## src/source/rv_defines.svh

```systemverilog
`ifndef RV_DEFINES_SVH
`define RV_DEFINES_SVH

// datapath widths
`define INST_W          32
`define XLEN            64
`define PC_W            64

// register and opcode fields
`define OPCODE_FIELD    6:0
`define RD_FIELD        11:7
`define FUNCT3_FIELD    14:12
`define RS1_FIELD       19:15
`define RS2_FIELD       24:20

// immediate pieces
`define INST_31         31
`define INST_30_25      30:25
`define INST_30_21      30:21
`define INST_31_25      31:25
`define INST_31_20      31:20
`define INST_31_12      31:12
`define INST_25_20      25:20
`define INST_20         20
`define INST_19_15      19:15
`define INST_19_12      19:12
`define INST_11_8       11:8
`define INST_11_7       11:7
`define INST_7          7

`endif

```

## src/source/rv_decode_pkg.sv

```systemverilog
`include "rv_defines.svh"

package rv_decode_pkg;

    // RV64I major opcodes
    typedef enum logic [6:0] {
        opc_load     = 7'b0000011,
        opc_op_imm   = 7'b0010011,
        opc_auipc    = 7'b0010111,
        opc_op_imm32 = 7'b0011011,
        opc_store    = 7'b0100011,
        opc_op       = 7'b0110011,
        opc_lui      = 7'b0110111,
        opc_op32     = 7'b0111011,
        opc_branch   = 7'b1100011,
        opc_jalr     = 7'b1100111,
        opc_jal      = 7'b1101111,
        opc_system   = 7'b1110011
    } opcode_e;

    typedef enum logic [2:0] {
        imm_none     = 3'd0,
        imm_csr_zimm = 3'd1,
        imm_shift    = 3'd2,
        imm_store    = 3'd3,
        imm_upper    = 3'd4,
        imm_jump     = 3'd5,
        imm_itype    = 3'd6,
        imm_branch   = 3'd7
    } imm_type_e;

    typedef enum logic [3:0] {
        cls_alu_reg,
        cls_alu_imm,
        cls_load,
        cls_store,
        cls_branch,
        cls_jal,
        cls_jalr,
        cls_upper,
        cls_csr,
        cls_system,
        cls_illegal
    } inst_class_e;

    typedef struct packed {
        logic [`PC_W-1:0]   pc;
        logic [`INST_W-1:0] inst;
    } fetch_packet_t;

    typedef struct packed {
        logic [`PC_W-1:0] pc;
        inst_class_e      inst_class;
        logic [4:0]       rd;
        logic [4:0]       rs1;
        logic [4:0]       rs2;
        logic [2:0]       funct3;
        logic             word_op;  // op_imm32 / op32
        logic [`XLEN-1:0] imm;
    } decoded_inst_t;

endpackage

```

## src/source/inst_receiver.sv

```systemverilog
`timescale 1ns/1ns

module inst_receiver (
    input  logic                         clk,
    input  logic                         reset,
    input  logic                         in_req,
    input  rv_decode_pkg::fetch_packet_t in_data,
    output logic                         in_ack,
    input  logic                         fetch_ready,
    output logic                         fetch_valid,
    output rv_decode_pkg::fetch_packet_t fetch_packet
);
    import rv_decode_pkg::*;

    typedef enum logic [1:0] {
        idle,
        ack_high,
        wait_release
    } rx_state_e;

    rx_state_e     state;
    fetch_packet_t buffer;
    logic          full;
    logic          capture;
    logic          drain;

    // take a packet only with ack low and room in the buffer
    assign capture = (state == idle) && in_req && !full;
    assign drain   = full && fetch_ready;

    always_ff @(posedge clk) begin
        if (reset) begin
            state <= idle;
        end else begin
            case (state)
                idle: begin
                    if (capture) begin
                        state <= ack_high;
                    end
                end
                ack_high: begin
                    state <= in_req ? wait_release : idle;
                end
                wait_release: begin
                    if (!in_req) begin
                        state <= idle;  // ack drops on the first low req
                    end
                end
                default: state <= idle;
            endcase
        end
    end

    always_ff @(posedge clk) begin
        if (reset) begin
            full <= 1'b0;
        end else if (capture) begin
            full <= 1'b1;
        end else if (drain) begin
            full <= 1'b0;
        end
    end

    always_ff @(posedge clk) begin
        if (capture) begin
            buffer <= in_data;
        end
    end

    assign in_ack       = (state != idle);
    assign fetch_valid  = full;
    assign fetch_packet = buffer;

endmodule

```

## src/source/inst_decoder.sv

```systemverilog
`timescale 1ns/1ns

`include "rv_defines.svh"

module inst_decoder (
    input  logic [`INST_W-1:0]        inst,
    output rv_decode_pkg::inst_class_e inst_class,
    output rv_decode_pkg::imm_type_e   imm_type,
    output logic [4:0]                 rd,
    output logic [4:0]                 rs1,
    output logic [4:0]                 rs2,
    output logic [2:0]                 funct3,
    output logic                       word_op
);
    import rv_decode_pkg::*;

    logic is_shift;

    // register fields are taken as-is, unused ones are ignored downstream
    assign rd     = inst[`RD_FIELD];
    assign rs1    = inst[`RS1_FIELD];
    assign rs2    = inst[`RS2_FIELD];
    assign funct3 = inst[`FUNCT3_FIELD];

    // slli / srli / srai and their word forms
    assign is_shift = (inst[`FUNCT3_FIELD] == 3'b001) || (inst[`FUNCT3_FIELD] == 3'b101);

    always_comb begin
        inst_class = cls_illegal;
        imm_type   = imm_none;
        word_op    = 1'b0;
        case (inst[`OPCODE_FIELD])
            opc_load: begin
                inst_class = cls_load;
                imm_type   = imm_itype;
            end
            opc_op_imm: begin
                inst_class = cls_alu_imm;
                imm_type   = is_shift ? imm_shift : imm_itype;
            end
            opc_op_imm32: begin
                inst_class = cls_alu_imm;
                imm_type   = is_shift ? imm_shift : imm_itype;
                word_op    = 1'b1;
            end
            opc_auipc, opc_lui: begin
                inst_class = cls_upper;
                imm_type   = imm_upper;
            end
            opc_store: begin
                inst_class = cls_store;
                imm_type   = imm_store;
            end
            opc_op: begin
                inst_class = cls_alu_reg;
            end
            opc_op32: begin
                inst_class = cls_alu_reg;
                word_op    = 1'b1;
            end
            opc_branch: begin
                inst_class = cls_branch;
                imm_type   = imm_branch;
            end
            opc_jalr: begin
                inst_class = cls_jalr;
                imm_type   = imm_itype;
            end
            opc_jal: begin
                inst_class = cls_jal;
                imm_type   = imm_jump;
            end
            opc_system: begin
                // funct3 000 is ecall/ebreak/xret, the rest are csr ops
                if (inst[`FUNCT3_FIELD] == 3'b000) begin
                    inst_class = cls_system;
                end else begin
                    inst_class = cls_csr;
                    if (inst[14]) begin
                        imm_type = imm_csr_zimm;  // csrrwi and friends
                    end
                end
            end
            default: begin
                inst_class = cls_illegal;
            end
        endcase
    end

endmodule

```

## src/source/imm_generator.sv

```systemverilog
`timescale 1ns/1ns

`include "rv_defines.svh"

module imm_generator (
    input  rv_decode_pkg::imm_type_e imm_type,
    input  logic [`INST_W-1:0]       inst,
    output logic [`XLEN-1:0]         imm
);
    import rv_decode_pkg::*;

    logic [`INST_W-1:0] imm_st;
    logic [`INST_W-1:0] imm_up;
    logic [`INST_W-1:0] imm_j;
    logic [`INST_W-1:0] imm_i;
    logic [`INST_W-1:0] imm_b;
    logic [`INST_W-1:0] imm_sh;
    logic [`INST_W-1:0] imm_z;
    logic [`INST_W-1:0] imm_pre;

    assign imm_st = {{20{inst[`INST_31]}}, inst[`INST_31_25], inst[`INST_11_7]};

    assign imm_up = {inst[`INST_31_12], 12'b0};

    assign imm_j  = {{12{inst[`INST_31]}}, inst[`INST_19_12], inst[`INST_20],
                     inst[`INST_30_21], 1'b0};

    assign imm_i  = {{20{inst[`INST_31]}}, inst[`INST_31_20]};

    // offset bit 12 sits in inst bit 31, bit 11 in inst bit 7
    assign imm_b  = {{20{inst[`INST_31]}}, inst[`INST_7], inst[`INST_30_25],
                     inst[`INST_11_8], 1'b0};

    assign imm_sh = {26'b0, inst[`INST_25_20]};  // shamt, 6 bits on rv64
    assign imm_z  = {27'b0, inst[`INST_19_15]};

    always_comb begin
        case (imm_type)
            imm_store:    imm_pre = imm_st;
            imm_upper:    imm_pre = imm_up;
            imm_jump:     imm_pre = imm_j;
            imm_itype:    imm_pre = imm_i;
            imm_branch:   imm_pre = imm_b;
            imm_shift:    imm_pre = imm_sh;
            imm_csr_zimm: imm_pre = imm_z;
            default:      imm_pre = '0;
        endcase
    end

    // shift and zimm have bit 31 clear, so they stay zero-extended
    assign imm = {{(`XLEN - `INST_W){imm_pre[`INST_W-1]}}, imm_pre};

endmodule

```

## src/source/decode_core.sv

```systemverilog
`timescale 1ns/1ns

module decode_core (
    input  logic                         clk,
    input  logic                         reset,
    input  logic                         fetch_valid,
    input  rv_decode_pkg::fetch_packet_t fetch_packet,
    output logic                         fetch_ready,
    output logic                         dec_valid,
    input  logic                         dec_ready,
    output rv_decode_pkg::decoded_inst_t dec_packet
);
    import rv_decode_pkg::*;

    inst_class_e   inst_class;
    imm_type_e     imm_type;
    logic [4:0]    rd;
    logic [4:0]    rs1;
    logic [4:0]    rs2;
    logic [2:0]    funct3;
    logic          word_op;
    logic [63:0]   imm;
    decoded_inst_t decoded;
    decoded_inst_t stage;
    logic          stage_valid;
    logic          load;
    logic          unload;

    inst_decoder inst_decoder_inst (
        .inst       (fetch_packet.inst),
        .inst_class (inst_class),
        .imm_type   (imm_type),
        .rd         (rd),
        .rs1        (rs1),
        .rs2        (rs2),
        .funct3     (funct3),
        .word_op    (word_op)
    );

    imm_generator imm_generator_inst (
        .imm_type (imm_type),
        .inst     (fetch_packet.inst),
        .imm      (imm)
    );

    always_comb begin
        decoded.pc         = fetch_packet.pc;
        decoded.inst_class = inst_class;
        decoded.rd         = rd;
        decoded.rs1        = rs1;
        decoded.rs2        = rs2;
        decoded.funct3     = funct3;
        decoded.word_op    = word_op;
        decoded.imm        = imm;
    end

    assign unload      = stage_valid && dec_ready;
    assign fetch_ready = !stage_valid || dec_ready;  // empty or emptied this edge
    assign load        = fetch_valid && fetch_ready;

    always_ff @(posedge clk) begin
        if (reset) begin
            stage_valid <= 1'b0;
        end else if (load) begin
            stage_valid <= 1'b1;
        end else if (unload) begin
            stage_valid <= 1'b0;
        end
    end

    always_ff @(posedge clk) begin
        if (load) begin
            stage <= decoded;
        end
    end

    assign dec_valid  = stage_valid;
    assign dec_packet = stage;

endmodule

```

## src/source/decode_sender.sv

```systemverilog
`timescale 1ns/1ns

module decode_sender (
    input  logic                         clk,
    input  logic                         reset,
    input  logic                         dec_valid,
    input  rv_decode_pkg::decoded_inst_t dec_packet,
    output logic                         dec_ready,
    output logic                         out_req,
    input  logic                         out_ack,
    output rv_decode_pkg::decoded_inst_t out_data
);
    import rv_decode_pkg::*;

    typedef enum logic [1:0] {
        idle,
        req_high,
        wait_release
    } tx_state_e;

    tx_state_e     state;
    decoded_inst_t hold;
    logic          accept;

    // previous exchange must be fully closed before the next one
    assign dec_ready = (state == idle) && !out_ack;
    assign accept    = dec_valid && dec_ready;

    always_ff @(posedge clk) begin
        if (reset) begin
            state <= idle;
        end else begin
            case (state)
                idle: begin
                    if (accept) begin
                        state <= req_high;
                    end
                end
                req_high: begin
                    if (out_ack) begin
                        state <= wait_release;  // req drops here
                    end
                end
                wait_release: begin
                    if (!out_ack) begin
                        state <= idle;
                    end
                end
                default: state <= idle;
            endcase
        end
    end

    // payload held for the whole exchange
    always_ff @(posedge clk) begin
        if (accept) begin
            hold <= dec_packet;
        end
    end

    assign out_req  = (state == req_high);
    assign out_data = hold;

endmodule

```

## src/source/decode_top.sv

```systemverilog
`timescale 1ns/1ns

module decode_top (
    input  logic                         clk,
    input  logic                         reset,
    input  logic                         in_req,
    input  rv_decode_pkg::fetch_packet_t in_data,
    output logic                         in_ack,
    output logic                         out_req,
    input  logic                         out_ack,
    output rv_decode_pkg::decoded_inst_t out_data
);
    import rv_decode_pkg::*;

    logic          fetch_valid;
    logic          fetch_ready;
    fetch_packet_t fetch_packet;
    logic          dec_valid;
    logic          dec_ready;
    decoded_inst_t dec_packet;

    inst_receiver inst_receiver_inst (
        .clk          (clk),
        .reset        (reset),
        .in_req       (in_req),
        .in_data      (in_data),
        .in_ack       (in_ack),
        .fetch_ready  (fetch_ready),
        .fetch_valid  (fetch_valid),
        .fetch_packet (fetch_packet)
    );

    decode_core decode_core_inst (
        .clk          (clk),
        .reset        (reset),
        .fetch_valid  (fetch_valid),
        .fetch_packet (fetch_packet),
        .fetch_ready  (fetch_ready),
        .dec_valid    (dec_valid),
        .dec_ready    (dec_ready),
        .dec_packet   (dec_packet)
    );

    decode_sender decode_sender_inst (
        .clk        (clk),
        .reset      (reset),
        .dec_valid  (dec_valid),
        .dec_packet (dec_packet),
        .dec_ready  (dec_ready),
        .out_req    (out_req),
        .out_ack    (out_ack),
        .out_data   (out_data)
    );

endmodule

```

## config.mk

```make
export PLATFORM = sky130hd
export DESIGN_NAME = decode_top
export DESIGN_NICKNAME = d
export VERILOG_FILES = /design/src/source/rv_decode_pkg.sv /design/src/source/inst_receiver.sv /design/src/source/inst_decoder.sv /design/src/source/imm_generator.sv /design/src/source/decode_core.sv /design/src/source/decode_sender.sv /design/src/source/decode_top.sv
export VERILOG_INCLUDE_DIRS = /design/src /design/src/source
export SDC_FILE = /design/constraint.sdc
export NUM_CORES = 1
export LEC_CHECK = 0
export BUFFER_PORTS_ARGS = -buffer_cell sky130_fd_sc_hd__buf_2
export CAP_MARGIN = 5
export CORE_MARGIN = 2
export CORE_UTILIZATION = 57
export CTS_CLUSTER_DIAMETER = 40
export DETAILED_ROUTE_END_ITERATION = 8
export GPL_TIMING_DRIVEN = 0
export PLACE_DENSITY = 0.83
export REMOVE_ABC_BUFFERS = 1
export SKIP_LAST_GASP = 1
export SYNTH_ARGS = -nofsm -noshare
export SYNTH_HDL_FRONTEND = slang
export SYNTH_SLANG_ARGS = --single-unit
export TNS_END_PERCENT = 100
```

## constraint.sdc

```tcl
create_clock -name clk -period 12.1 [get_ports clk]
set_input_delay 0.605 -clock clk [delete_from_list [all_inputs] [get_ports clk]]
set_output_delay 0.605 -clock clk [all_outputs]
set_load 0.005 [all_outputs]
```

==> impl_metrics.json <==
{
  "outcome": "finished clean",
  "io_pins": 253,
  "post_cts_resized": 0,
  "core_um2": 19500,
  "antenna_left": 0,
  "finalCritPeriodShare_pct": 21.7,
  "crit_buf_inv": 0,
  "clock_skew_ns": 0.0233,
  "synthTopCellsByArea": "edfxtp_1 88%, buf_4 2.2%, dfxtp_1 1.1%",
  "final_layout_size_suffix_gt1_share_pct": 42.2,
  "gr-total-overflow": 0,
  "nets": 872,
  "crit_chain": "and3b_1 > a211oi_4 > a31o_1 > a21oi_1",
  "synth_common_cells": "334 x edfxtp_1, 33 x buf_4, 19 x nand2_1",
  "synth_cells": 520,
  "core.rowCount": 51,
  "tns_ns": 0,
  "netlist_area_um2": 11400,
  "multi_input_area_um2": 886,
  "rr_endpoint": "decode_core_inst.dec_packet[20]$_DFFE_PP_",
  "synthArstFlopShare_pct": 0,
  "finalHoldViolCount": 0,
  "post_cts_buffers": 0,
  "min_path_cells": 1,
  "vias": 5400,
  "grt_pass1_wl_mm": 30.2,
  "clock_sinks": 340,
  "cpMaxStageDelayCell": "edfxtp_1",
  "vdd_drop_max_v": 0.000119,
  "io_buffers": 252,
  "drtPass1Iterations": 4,
  "power_density_nw_per_um2": 182,
  "cts_root_buf": "clkbuf_16",
  "synth_area_leader_cell": "edfxtp_1",
  "met3_usage_pct": 4.94,
  "seq_area_frac_synth_pct": 89.2,
  "chipHeight_um": 145,
  "drc": 0,
  "path_clk_slew_ns": 0.06,
  "power.static_leakage_nw": 5.10,
  "avgSynthCellArea_um2": 21.9,
  "critPathRequiredTime_ns": 12.32,
  "use_met1_pct": 22.5,
  "reg2reg_depth": 4,
  "holdCritStartpoint": "in_data[34]",
  "cts_buffers": 37,
  "fin_ws_ns": 9.47,
  "hold_buffers": 0,
  "end_kind": "register",
  "synth_top_area_share_pct": 88.1,
  "die_area_um2": 21100,
  "antenna_found_initial": 2,
  "syn2layout_area_growth_pct": 22.6,
  "crit_family": "compound AO/OA/AOI/OAI gates",
  "gp_congestion": 0.851,
  "grtUsageTotal_pct": 18.6,
  "clk_latency_ns": 0.50,
  "tritoncts": "built",
  "maxSlewViolCount": 0,
  "area.sequential_um2": 10100,
  "viasPerCell": 5.07,
  "grt_max_degree": 69,
  "fmax_ghz": 0.381,
  "cp_data_arrival_time_ns": 2.85,
  "setup-violations-final": 0,
  "slew_headroom_pct": 47.8,
  "worst_slew_pin_slew_ns": 0.783,
  "drv_cap": 0,
  "synthFlopType": "edfxtp_1",
  "synth_warnings": 0,
  "startpoint_type": "register",
  "die_x_um": 145,
  "met2_usage_pct": 32.3,
  "hold_path_class": "in -> reg",
  "dp_slack_ns": 9.46,
  "htree_num_levels": 2,
  "finalPower_mw": 2.54,
  "clk_path_buf_depth": 3,
  "cp_slowest_stage_delay_ns": 0.63,
  "dp_hpwl_mm": 13.2,
  "grt_setup_unrepaired": "false",
  "crit_type": "reg -> reg",
  "synth-seq-cells": 340,
  "critPathMaxFanout": 17,
  "num-fill-cells": 1216,
  "synth_edf_count": 334,
  "timing.rr.start": "inst_receiver_inst.fetch_packet[6]$_DFFE_PP_",
  "start_util_pct": 58.3,
  "fin_crit_ns": 2.63,
  "grt_pass1_vias": 5609,
  "whs_endpoint": "inst_receiver_inst.fetch_packet[34]$_DFFE_PP_",
  "drt_iter0_drc": 318,
  "yosysMostFrequentCell": "edfxtp_1",
  "wl_per_cell_um": 18.4,
  "grt_busiest_layer": "met2",
  "ys_types": 52,
  "drt-total-wl_mm": 19.6,
  "reg2reg_slack_ns": 9.47
}
flip-flops by register name, summed over array words and instances, names as in the netlist:
register,flops
decode_core_inst.dec_valid,1
decode_sender_inst.state,2
inst_receiver_inst.fetch_valid,1
decode_sender_inst.out_data,119
decode_core_inst.dec_packet,119
inst_receiver_inst.fetch_packet,96
inst_receiver_inst.state,2
worst reg2reg max path, delay by kind of cell (launching register included):
kind	cells	cell delay, ns
flip-flops	1	0.63
AND/OR/NAND/NOR	1	0.41
AO/OA/AOI/OAI	3	1.32
worst max path at each step:
stage                                                  from                                         end  slack (ns)  cells after the start
5_1_grt        inst_receiver_inst.fetch_packet[4]$_DFFE_PP_   decode_core_inst.dec_packet[20]$_DFFE_PP_        9.28                      4
3_5_place_dp   inst_receiver_inst.fetch_packet[4]$_DFFE_PP_   decode_core_inst.dec_packet[20]$_DFFE_PP_        9.46                      4
2_1_floorplan                                       out_ack    decode_core_inst.dec_packet[0]$_DFFE_PP_        5.35                      3
6_report       inst_receiver_inst.fetch_packet[6]$_DFFE_PP_   decode_core_inst.dec_packet[20]$_DFFE_PP_        9.47                      4
4_1_cts        inst_receiver_inst.fetch_packet[6]$_DFFE_PP_   decode_core_inst.dec_packet[20]$_DFFE_PP_        9.45                      4
3_3_place_gp                                        out_ack  decode_core_inst.dec_packet[144]$_DFFE_PP_        3.35                      4
routing by layer:
metal	up-vias	part of all wire, %
li1	2503	-
met1	2593	37
met2	261	52
met3	43	8.0
met4	0	2.9
met5	-	0
power breakdown:
| part | switching [mW] | total, mW | internal (mW) |
|---|---|---|---|
| clock | 0.427 | 1.06 | 0.633 |
| sequential | 0.0253 | 1.39 | 1.36 |
| combinational | 0.0561 | 0.0904 | 0.0343 |
| total | 0.508 | 2.54 | 2.03 |
cells by family after synthesis:
logic type | Yosys count | synth area share, %
xor+xnor | 3 | 0.231
mux | 2 | 0.187
buf+inv | 51 | 3.11
simple gates | 71 | 3.50
flops | 340 | 89.2
compound gates | 53 | 3.78
area by class of cell:
cell class / count / area share [%]
Sequential cell: 340 / 72.7
Tap cell: 265 / 2.38
Clock buffer: 42 / 6.77
Clock inverter: 23 / 1.64
Timing Repair Buffer: 257 / 9.86
Multi-Input combinational cell: 129 / 6.35
Inverter: 7 / 0.224
Antenna cell: 2 / 0.0359
layout by cell type, fill, tap and decap left out, drive strengths merged, types with 8 or more instances in the layout:
cell type	Yosys	final
buf	42	257
nand2	20	20
a21o	9	9
inv	7	13
clkbuf	2	42
clkinv	0	8
edfxtp	334	334
nor2	14	14
and2	11	11
a21oi	16	16
per-stage QoR:
stage | cells | utilization (%) | area [um2] | hold WS [ns]
3_3_place_gp | 993 | 64.8 | 12600 | 0.401
6_report | 1065 | 71.5 | 14000 | 0.273
5_1_grt | 1064 | 71.4 | 14000 | 0.257
2_1_floorplan | 476 | - | 11100 | 0.400
3_5_place_dp | 998 | 65.4 | 12800 | 0.405
4_1_cts | 1063 | 71.4 | 13900 | 0.256
Power figures use the tool's default switching activity.
